## src/hw/cpu_pkg.sv

```systemverilog
package cpu_pkg;

    //////////////////////////////////////////////////////////////////////
    // cp0 update kinds and payloads
    //////////////////////////////////////////////////////////////////////

    // what a commit does to cp0 at the apply edge
    typedef enum logic [1:0] {
        NONE = 2'd0,
        EXC  = 2'd1,
        ERET = 2'd2,
        MTC0 = 2'd3
    } cp0_op_t;

    // values an exception writes into cp0
    typedef struct packed {
        logic [31:0] epc;
        logic        cause_bd;
        logic [4:0]  cause_exccode;
        logic [31:0] badvaddr;
    } exc_info_t;

    // one instruction leaving the memory stage
    typedef struct packed {
        logic        is_instr;
        logic [31:0] pc;
        logic        in_delay_slot;
        logic [31:0] badvaddr;
        // see ADDR_ERR_* below
        logic [1:0]  addr_err;
        logic        reserved_instr;
        logic        intovf;
        logic        brk;
        logic        syscall;
        logic        eret;
        logic        mtc0;
        logic        mfc0;
        logic [4:0]  cp0_addr;
        logic [31:0] wdata;
    } commit_t;

    // answer back to the pipeline
    typedef struct packed {
        logic        redirect;
        logic [31:0] target;
        logic [31:0] rdata;
    } result_t;

    //////////////////////////////////////////////////////////////////////
    // encodings
    //////////////////////////////////////////////////////////////////////

    // cause exccode values
    localparam logic [4:0] EXCCODE_INT  = 5'd0;
    localparam logic [4:0] EXCCODE_ADEL = 5'd4;
    localparam logic [4:0] EXCCODE_ADES = 5'd5;
    localparam logic [4:0] EXCCODE_SYS  = 5'd8;
    localparam logic [4:0] EXCCODE_BP   = 5'd9;
    localparam logic [4:0] EXCCODE_RI   = 5'd10;
    localparam logic [4:0] EXCCODE_OV   = 5'd12;

    // address error source
    localparam logic [1:0] ADDR_ERR_FETCH = 2'b01;
    localparam logic [1:0] ADDR_ERR_LOAD  = 2'b10;
    localparam logic [1:0] ADDR_ERR_STORE = 2'b11;

    // cp0 register numbers
    localparam logic [4:0] CP0_BADVADDR = 5'd8;
    localparam logic [4:0] CP0_STATUS   = 5'd12;
    localparam logic [4:0] CP0_CAUSE    = 5'd13;
    localparam logic [4:0] CP0_EPC      = 5'd14;

    // single-bit fields of status and cause
    localparam int STATUS_IE  = 0;
    localparam int STATUS_EXL = 1;
    localparam int CAUSE_BD   = 31;

endpackage

```

## src/hw/exc_handler.sv

```systemverilog
module exc_handler (
    input  cpu_pkg::commit_t   commit,
    input  logic [31:0]        cp0_status,
    input  logic [31:0]        cp0_cause,
    input  logic [31:0]        cp0_epc,
    output logic               is_valid_exc,
    output cpu_pkg::cp0_op_t   cp0_op,
    output cpu_pkg::exc_info_t exc_info
);

    logic        exl;
    logic        int_pending;
    logic [4:0]  exccode;
    logic [31:0] epc_wdata;
    logic        bd_wdata;

    // already inside a handler
    assign exl = cp0_status[cpu_pkg::STATUS_EXL];

    // some enabled ip bit set, ie on, not nested
    assign int_pending = ((cp0_cause[15:8] & cp0_status[15:8]) != 8'b0)
                      && cp0_status[cpu_pkg::STATUS_IE]
                      && !exl;

    //////////////////////////////////////////////////////////////////////
    // priority chain
    //////////////////////////////////////////////////////////////////////

    always_comb begin
        is_valid_exc = 1'b1;
        exccode      = 5'b0;
        // bubbles never trap
        if (!commit.is_instr) begin
            is_valid_exc = 1'b0;
        end else if (int_pending) begin
            exccode = cpu_pkg::EXCCODE_INT;
        end else if (commit.addr_err == cpu_pkg::ADDR_ERR_FETCH) begin
            exccode = cpu_pkg::EXCCODE_ADEL;
        end else if (commit.reserved_instr) begin
            exccode = cpu_pkg::EXCCODE_RI;
        end else if (commit.intovf) begin
            exccode = cpu_pkg::EXCCODE_OV;
        end else if (commit.brk) begin
            exccode = cpu_pkg::EXCCODE_BP;
        end else if (commit.syscall) begin
            exccode = cpu_pkg::EXCCODE_SYS;
        end else if (commit.addr_err == cpu_pkg::ADDR_ERR_LOAD) begin
            exccode = cpu_pkg::EXCCODE_ADEL;
        end else if (commit.addr_err == cpu_pkg::ADDR_ERR_STORE) begin
            exccode = cpu_pkg::EXCCODE_ADES;
        end else begin
            // nothing to take
            is_valid_exc = 1'b0;
        end
    end

    //////////////////////////////////////////////////////////////////////
    // epc and bd
    //////////////////////////////////////////////////////////////////////

    always_comb begin
        if (exl) begin
            // nested, keep the outer return point
            epc_wdata = cp0_epc;
            bd_wdata  = cp0_cause[cpu_pkg::CAUSE_BD];
        end else if (commit.in_delay_slot) begin
            // restart at the branch
            epc_wdata = commit.pc - 32'd4;
            bd_wdata  = 1'b1;
        end else begin
            epc_wdata = commit.pc;
            bd_wdata  = 1'b0;
        end
    end

    // exception wins over eret and mtc0
    always_comb begin
        if (is_valid_exc) begin
            cp0_op = cpu_pkg::EXC;
        end else if (commit.eret) begin
            cp0_op = cpu_pkg::ERET;
        end else if (commit.mtc0) begin
            cp0_op = cpu_pkg::MTC0;
        end else begin
            cp0_op = cpu_pkg::NONE;
        end
    end

    assign exc_info.epc           = epc_wdata;
    assign exc_info.cause_bd      = bd_wdata;
    assign exc_info.cause_exccode = exccode;
    // only used for address errors
    assign exc_info.badvaddr      = commit.badvaddr;

endmodule

```

## src/hw/cp0_regs.sv

```systemverilog
module cp0_regs (
    input  logic               clk,
    input  logic               reset,
    input  logic               apply,
    input  cpu_pkg::cp0_op_t   cp0_op,
    input  cpu_pkg::exc_info_t exc_info,
    input  logic [31:0]        wdata,
    input  logic [4:0]         cp0_addr,
    input  logic [5:0]         hw_int,
    output logic [31:0]        cp0_status,
    output logic [31:0]        cp0_cause,
    output logic [31:0]        cp0_epc,
    output logic [31:0]        rdata
);

    // im[15:8], exl and ie
    localparam logic [31:0] STATUS_WMASK = 32'h0000_ff03;

    logic [31:0] status_q;
    logic [31:0] cause_q;
    logic [31:0] epc_q;
    logic [31:0] badvaddr_q;

    logic do_exc;
    logic do_eret;
    logic do_mtc0;
    logic addr_exc;

    // decoded update strobes
    assign do_exc  = apply && (cp0_op == cpu_pkg::EXC);
    assign do_eret = apply && (cp0_op == cpu_pkg::ERET);
    assign do_mtc0 = apply && (cp0_op == cpu_pkg::MTC0);

    // badvaddr only follows address errors
    assign addr_exc = (exc_info.cause_exccode == cpu_pkg::EXCCODE_ADEL)
                   || (exc_info.cause_exccode == cpu_pkg::EXCCODE_ADES);

    //////////////////////////////////////////////////////////////////////
    // status
    //////////////////////////////////////////////////////////////////////

    always_ff @(posedge clk) begin
        if (reset) begin
            status_q <= '0;
        end else if (do_exc) begin
            status_q[cpu_pkg::STATUS_EXL] <= 1'b1;
        end else if (do_eret) begin
            status_q[cpu_pkg::STATUS_EXL] <= 1'b0;
        end else if (do_mtc0 && (cp0_addr == cpu_pkg::CP0_STATUS)) begin
            // other bits stay zero
            status_q <= wdata & STATUS_WMASK;
        end
    end

    //////////////////////////////////////////////////////////////////////
    // cause
    //////////////////////////////////////////////////////////////////////

    always_ff @(posedge clk) begin
        if (reset) begin
            cause_q <= '0;
        end else begin
            // hardware lines land in ip[15:10] every cycle
            cause_q[15:10] <= hw_int;
            if (do_exc) begin
                cause_q[cpu_pkg::CAUSE_BD] <= exc_info.cause_bd;
                cause_q[6:2]               <= exc_info.cause_exccode;
            end else if (do_mtc0 && (cp0_addr == cpu_pkg::CP0_CAUSE)) begin
                // software interrupt bits only
                cause_q[9:8] <= wdata[9:8];
            end
        end
    end

    // epc from an exception or a direct write
    always_ff @(posedge clk) begin
        if (reset) begin
            epc_q <= '0;
        end else if (do_exc) begin
            epc_q <= exc_info.epc;
        end else if (do_mtc0 && (cp0_addr == cpu_pkg::CP0_EPC)) begin
            epc_q <= wdata;
        end
    end

    // read-only to software
    always_ff @(posedge clk) begin
        if (reset) begin
            badvaddr_q <= '0;
        end else if (do_exc && addr_exc) begin
            badvaddr_q <= exc_info.badvaddr;
        end
    end

    //////////////////////////////////////////////////////////////////////
    // reads
    //////////////////////////////////////////////////////////////////////

    always_comb begin
        case (cp0_addr)
            cpu_pkg::CP0_BADVADDR: rdata = badvaddr_q;
            cpu_pkg::CP0_STATUS:   rdata = status_q;
            cpu_pkg::CP0_CAUSE:    rdata = cause_q;
            cpu_pkg::CP0_EPC:      rdata = epc_q;
            // unmapped
            default:               rdata = '0;
        endcase
    end

    assign cp0_status = status_q;
    assign cp0_cause  = cause_q;
    assign cp0_epc    = epc_q;

    // taking an exception always enters exception level
    assert property (@(posedge clk) disable iff (reset)
        do_exc |=> cp0_status[cpu_pkg::STATUS_EXL])
        else $error("exl not set after an exception was applied");

endmodule

```

## src/hw/commit_port.sv

```systemverilog
module commit_port #(
    parameter logic [31:0] exc_vector = 32'hbfc00380
) (
    input  logic             clk,
    input  logic             reset,
    input  logic             req,
    input  cpu_pkg::commit_t commit,
    output logic             ack,
    output cpu_pkg::result_t result,
    output cpu_pkg::commit_t held,
    output logic             apply,
    input  logic             is_valid_exc,
    input  cpu_pkg::cp0_op_t cp0_op,
    input  logic [31:0]      cp0_epc,
    input  logic [31:0]      rdata
);

    typedef enum logic [1:0] {
        IDLE,
        BUSY,
        DONE
    } state_t;

    state_t           state;
    cpu_pkg::result_t result_next;

    // cp0 updates at the edge that leaves busy
    assign apply = (state == BUSY);

    // held commit only loads on acceptance
    always_ff @(posedge clk) begin
        if ((state == IDLE) && req) begin
            held <= commit;
        end
    end

    // result of the held commit
    always_comb begin
        result_next.redirect = 1'b0;
        result_next.target   = '0;
        if (is_valid_exc) begin
            result_next.redirect = 1'b1;
            result_next.target   = exc_vector;
        end else if (cp0_op == cpu_pkg::ERET) begin
            // back to the saved return point
            result_next.redirect = 1'b1;
            result_next.target   = cp0_epc;
        end
        result_next.rdata = held.mfc0 ? rdata : '0;
    end

    //////////////////////////////////////////////////////////////////////
    // handshake fsm
    //////////////////////////////////////////////////////////////////////

    always_ff @(posedge clk) begin
        if (reset) begin
            state  <= IDLE;
            ack    <= 1'b0;
            result <= '0;
        end else begin
            case (state)
                IDLE: begin
                    if (req) begin
                        state <= BUSY;
                    end
                end
                BUSY: begin
                    state  <= DONE;
                    ack    <= 1'b1;
                    result <= result_next;
                end
                DONE: begin
                    // hold until the requester lets go
                    if (!req) begin
                        state <= IDLE;
                        ack   <= 1'b0;
                    end
                end
                default: state <= IDLE;
            endcase
        end
    end

    // four-phase rule on our side
    assert property (@(posedge clk) disable iff (reset) (ack && req) |=> ack)
        else $error("ack dropped while req still high");

endmodule

```

## src/hw/exc_unit.sv

```systemverilog
module exc_unit #(
    parameter logic [31:0] exc_vector = 32'hbfc00380
) (
    input  logic             clk,
    input  logic             reset,
    input  logic             req,
    input  cpu_pkg::commit_t commit,
    output logic             ack,
    output cpu_pkg::result_t result,
    input  logic [5:0]       hw_int
);

    // port to handler
    cpu_pkg::commit_t   held;
    logic               apply;

    // handler to port and registers
    logic               is_valid_exc;
    cpu_pkg::cp0_op_t   cp0_op;
    cpu_pkg::exc_info_t exc_info;

    // register state
    logic [31:0]        cp0_status;
    logic [31:0]        cp0_cause;
    logic [31:0]        cp0_epc;
    logic [31:0]        rdata;

    //////////////////////////////////////////////////////////////////////
    // handshake and result
    //////////////////////////////////////////////////////////////////////

    commit_port #(
        .exc_vector(exc_vector)
    ) i_commit_port (
        .clk         (clk),
        .reset       (reset),
        .req         (req),
        .commit      (commit),
        .ack         (ack),
        .result      (result),
        .held        (held),
        .apply       (apply),
        .is_valid_exc(is_valid_exc),
        .cp0_op      (cp0_op),
        .cp0_epc     (cp0_epc),
        .rdata       (rdata)
    );

    // priority decode of the held commit
    exc_handler i_exc_handler (
        .commit      (held),
        .cp0_status  (cp0_status),
        .cp0_cause   (cp0_cause),
        .cp0_epc     (cp0_epc),
        .is_valid_exc(is_valid_exc),
        .cp0_op      (cp0_op),
        .exc_info    (exc_info)
    );

    // mtc0 and mfc0 share the held address
    cp0_regs i_cp0_regs (
        .clk       (clk),
        .reset     (reset),
        .apply     (apply),
        .cp0_op    (cp0_op),
        .exc_info  (exc_info),
        .wdata     (held.wdata),
        .cp0_addr  (held.cp0_addr),
        .hw_int    (hw_int),
        .cp0_status(cp0_status),
        .cp0_cause (cp0_cause),
        .cp0_epc   (cp0_epc),
        .rdata     (rdata)
    );

endmodule

```

## config.mk

```make
export PLATFORM = sky130hd
export DESIGN_NAME = exc_unit
export DESIGN_NICKNAME = d
export VERILOG_FILES = /design/src/hw/cpu_pkg.sv /design/src/hw/exc_handler.sv /design/src/hw/cp0_regs.sv /design/src/hw/commit_port.sv /design/src/hw/exc_unit.sv
export SDC_FILE = /design/constraint.sdc
export NUM_CORES = 1
export LEC_CHECK = 0
export BUFFER_PORTS_ARGS = -buffer_cell sky130_fd_sc_hd__buf_2
export CORE_MARGIN = 4
export CORE_UTILIZATION = 56
export CTS_CLUSTER_DIAMETER = 80
export DETAILED_ROUTE_END_ITERATION = 12
export PLACE_DENSITY = 0.8
export RECOVER_POWER = 50
export SLEW_MARGIN = 30
export SYNTH_ARGS = -nofsm -noshare
export SYNTH_HDL_FRONTEND = slang
export SYNTH_SLANG_ARGS = --single-unit
```

## constraint.sdc

```tcl
create_clock -name clk -period 18.7 [get_ports clk]
set_input_delay 1.87 -clock clk [delete_from_list [all_inputs] [get_ports clk]]
set_output_delay 1.87 -clock clk [all_outputs]
set_load 0.02 [all_outputs]
```

# Word level (Yosys, flattened, before mapping)
# Index checks and enable logic that the tools add are counted.
dict set report totals {
  reg_bits 268
  word_cells 110
  output_inout_bits 66
  input_bits 121
}
dict set report classes {
  eq_ne 17
  reduce_logical 23
  add_sub_neg 1
  bitwise_logic 4
  mux 38
}
# operator n
set op_table {}
lappend op_table {{$mux W32} 5}
lappend op_table {{$pmux W32 S4} 1}
lappend op_table {{$mux W33} 2}
lappend op_table {{$mux W5} 8}
lappend op_table {{$sub A32 B3 Y32 const B} 1}
lappend op_table {{$eq A5 B4 Y1 const B} 4}
lappend op_table {{$mux W1} 13}
lappend op_table {{$mux W2} 6}
lappend op_table {{$eq A2 B2 Y1 const B} 5}
lappend op_table {{$eq A5 B3 Y1 const B} 2}
lappend op_table {{$logic_and A1 B1 Y1} 10}
lappend op_table {{$reduce_and A2 Y1} 5}
lappend op_table {{$and A8 B8 Y8} 1}
lappend op_table {{$reduce_bool A8 Y1} 1}
lappend op_table {{$eq A2 B1 Y1 const B} 3}
lappend op_table {{$ne A2 B2 Y1 const B} 3}
lappend op_table {{$pmux W2 S3} 1}
lappend op_table {{$reduce_bool A2 Y1} 2}
lappend op_table {{$mux W3} 1}
lappend op_table {{$not A1 Y1} 3}
lappend op_table {{$reduce_and A3 Y1} 1}
lappend op_table {{$reduce_bool A3 Y1} 1}
lappend op_table {{$logic_not A2 Y1} 1}
lappend op_table {{$pmux W1 S2} 1}
lappend op_table {{2 further kinds} 2}

# Longest topological paths before layout
dict set report logic_depth {
  ltp_word 17
  ltp_mapped 8
  depth_no_buf 7
}

# Cells and area by module
# Synthesis repeated with hierarchy kept, for this count alone.
dict set report unflattened {
  cells_unflattened 1103
  area_unflattened_um2 11496.0
}
# module cells_each instances area_each_um2 seq_area_each_um2
set by_module_without_submodules {}
lappend by_module_without_submodules {commit_port 346 1 5685.5 4724.5}
lappend by_module_without_submodules {cp0_regs 528 1 4357.9 1761.7}
lappend by_module_without_submodules {exc_handler 229 1 1452.6 0.0}

# Least setup slack after synthesis
# OpenSTA, ideal clock, no wires.
dict set report synth_timing {
  path_kind {input port to flip-flop}
  startpoint {in req}
  endpoint {reg, netlist name i_commit_port.held[0]}
  setup_slack_ns 8.031
  setup_ns 0.744
  path_buffers 0
  path_stages 1
  required_ns 17.956
  t_arrival_ns 9.925
  cell_sequence {nor3b_1}
}
dict set report synth_between {
  elab_chain_cells 1
}
# item line_no
set synth_rtl {}
lappend synth_rtl {{start, declared} exc_unit.sv:6} ;# input logic req,
lappend synth_rtl {{$logic_and A1 B1 Y1} commit_port.sv:32} ;# if ((state == IDLE) && req) begin
# Every way passes these cells.
# A chain may end at the register's enable or synchronous reset.

==> results.py <==
metrics = {
    "cts": {
        "clk_latency_ns": 0.53,
        "holdBufCountCts": 0,
        "clock-sinks": 267,
        "cts_max_path_buffers": 3,
        "clk_pin_slew_worst_paths_ns": 0.06,
        "cts_buffers": 27,
        "clock-root-buffer": "clkbuf_16",
        "ctsResizeCount": 0,
        "cts_setup_buffers": 0,
        "htree_num_levels": 1,
        "cts_tree": "done",
    },
    "worst_setup_path": {
        "required_ns": 19.09,
        "start_kind": "input pin",
        "r2r_start": "i_commit_port.held[32]",
        "cp-endpoint": "i_cp0_regs.cp0_epc[20]",
        "worstPathCellList": "clkbuf_1 -> clkbuf_1 -> nor2b_1 -> o2111ai_1 -> o311ai_1",
        "worst_ep_arrival_time_ns": 6.74,
        "slowest_delay_ns": 3.41,
        "cp-startpoint": "reset",
        "reg2reg_depth": 5,
        "cp_max_fo": 110,
        "r2r_slack_ns": 15.26,
        "crit_type": "input pin to flip-flop",
        "crit_path_frequent_cell": "clkbuf_1",
        "critical_path.slowest_cell": "clkbuf_1",
        "cp-end-kind": "flip-flop",
        "worst_r2r_endpoint": "i_cp0_regs.cp0_epc[0]",
    },
    "synthesis": {
        "synth_compound_area_frac": 0.194,
        "synth_mux_area_frac": 0.0167,
        "synth_cells": 967,
        "synth_adder_area_share": 0.00116,
        "synth_top_family_by_area": "compound AO/OA/AOI/OAI gates",
        "netlist_top_cells_area": "edfxtp_1 (31%), dfxtp_1 (29%), a21oi_1 (3.0%)",
        "ys_async_sr_fraction": 0,
        "avgSynthCellArea_sq_um": 11.1,
        "ys_ff_latch": 267,
        "synth-xor-area-share": 0.0220,
        "synth_edf_count": 112,
        "synth_top_area_cell": "edfxtp_1",
        "synth_simple_gate_area_frac": 0.129,
        "ys.flop_type": "dfxtp_1",
        "ys_types": 66,
        "synth_nets": 1089,
        "syn_area_sq_um": 10800,
        "yosysTopAreaCellShare": 0.313,
        "yosysWarnings": 0,
        "ys_seq_area_frac": 0.601,
    },
    "pwr": {
        "p_leak_nw": 4.59,
        "p_total_mw": 1.27,
        "vdd_drop_max_uv": 72.6,
        "power_density_nw_per_um2": 100,
    },
    "drt": {
        "drt_iter0_markers": 1013,
        "final_antenna_net_count": 0,
        "wl_microns": 28600,
        "dr.pass1.iters": 5,
        "avgViaCountPerCell": 6.15,
        "via_count": 8580,
        "routedWlPerCell_microns": 20.5,
        "drc": 0,
    },
    "place": {
        "dp_slack_ns": 14.85,
        "port_buffers": 186,
        "dp_hpwl_microns": 18800,
        "gp_congestion": 0.890,
    },
    "grt": {
        "grt_overflow": 0,
        "track_usage": 0.259,
        "grt_max_degree": 111,
        "grt_pass1_vias": 8157,
        "grt_pass1_wl_microns": 45000,
        "grt_antenna_before_repair": 0,
    },
    "sta": {
        "hold_ws_ns": 0.451,
        "period_minus_slack_ns": 6.35,
        "fmax_mhz": 158,
        "setup_violations": 0,
        "slew_headroom": -2.18,
        "rsz0062_at_grt": "no",
        "slew_violations": 144,
        "post-route-period-util": 0.339,
        "tns_ns": 0,
        "fin_skew_ns": 0.0119,
        "fin_ws_ns": 12.35,
        "worstMarginPinSlew_ns": 4.78,
        "hold_viol": 0,
    },
    "finish": {
        "mostFrequentLayoutCells": "buf_2 (171), dfxtp_1 (155), edfxtp_1 (112), a21oi_1 (65), nor2_1 (58)",
        "layout_commonest_cell": "buf_2",
        "drive_gt1_frac": 0.220,
        "areaGrowthSynthToFinish_pct": 17.8,
        "postLayoutCoreUtil": 0.673,
        "nets": 1236,
        "num-fill-cells": 1408,
        "antenna_cells": 0,
    },
    "run_status": {
        "outcome": "finished, violations left",
        "violations": "capacitance limit, slew limit",
    },
    "floorplanning": {
        "pin_count": 187,
        "die-area_sq_um": 21500,
        "die_w_microns": 147,
        "die_h_microns": 147,
        "rows": 50,
        "core_sq_um": 18800,
        "initial_core_util": 0.571,
    },
    "hold_path": {
        "min_path_type": "flip-flop to flip-flop",
    },
    "job": {
        "max-cap-violations": 2,
    },
}
## flip-flops by register name, indices dropped and copies added, names as in the netlist
name and count:
i_commit_port.ack 1, i_commit_port.held 112, i_cp0_regs.badvaddr_q 32, i_cp0_regs.cp0_epc 32
i_cp0_regs.cp0_status 10, i_commit_port.state 2, i_commit_port.result 65, i_cp0_regs.cp0_cause 13
## synth_stat cells (all sizes together), types with 5 or more instances
cell	number
a22o	16
and2	7
a221oi	5
edfxtp	112
o21ai	44
o2111ai	14
o221ai	5
o211ai	12
nand3	51
o311ai	12
nand4	15
a2bb2oi	22
nand2	57
dfxtp	155
clkbuf	63
o31ai	12
a21oi	65
nor4	11
xnor2	20
inv	6
a32oi	22
o22ai	15
mux2i	18
buf	19
a31oi	13
nor2b	23
nor3	12
and3	6
a22oi	23
xor2	7
nor2	59
## cell type report
class	instances	area, sq um	area share
Multi-Input combinational cell	612	3950	0.312
Tap cell	260	325	0.0257
Inverter	6	22.5	0.00178
Clock buffer	44	866	0.0683
Clock inverter	5	25.0	0.00197
Sequential cell	267	6470	0.510
Timing Repair Buffer	200	1010	0.0800
## cells by family after synthesis
family,after synthesis
simple gates,268
flops,267
mux,18
buf+inv,88
xor+xnor,27
fa+ha+maj,1
compound gates,298
## how the worst min path moves through the flow
stage | startpoint | cells after the start | endpoint
6_report | i_commit_port.result[13] | 2 | i_commit_port.result[13]
3_5_place_dp | i_cp0_regs.cp0_cause[3] | 2 | i_cp0_regs.cp0_cause[3]
3_3_place_gp | i_cp0_regs.cp0_cause[3] | 2 | i_cp0_regs.cp0_cause[3]
4_1_cts | i_commit_port.result[8] | 2 | i_commit_port.result[8]
2_1_floorplan | i_cp0_regs.cp0_cause[4] | 2 | i_cp0_regs.cp0_cause[4]
5_1_grt | i_commit_port.result[8] | 2 | i_commit_port.result[8]
## per-layer routing
layer  global-route usage  vias to the layer above  part of all wire
li1                     -                     3991                 -
met1                0.379                     4077              0.42
met2                0.395                      465              0.46
met3               0.0503                       47              0.10
met4               0.0710                        0             0.025
met5                    0                        -                 0
## power by group
part           leakage (nW)  total (mW)  switching (mW)  internal, mW
clock network         0.448       0.534           0.219         0.315
logic                  1.82      0.0791          0.0523        0.0269
registers              2.33       0.656          0.0203         0.636
total                  4.59        1.27           0.291         0.978
## worst max-delay path, delay by kind of cell
family	cells	cell delay [ns]
and+or+nand+nor	1	0.13
AOI/OAI and AO/OA	2	0.36
buffers and inverters	2	4.31
## through the flow
step | instance area [sq um] | std cells
final | 12700 | 1394
after global routing | 12700 | 1394
after detailed placement | 11800 | 1345
after floorplan | 10800 | 967
after CTS | 12700 | 1394
after global placement | 11800 | 1345
Note: power is estimated with default switching activity, not from simulation.
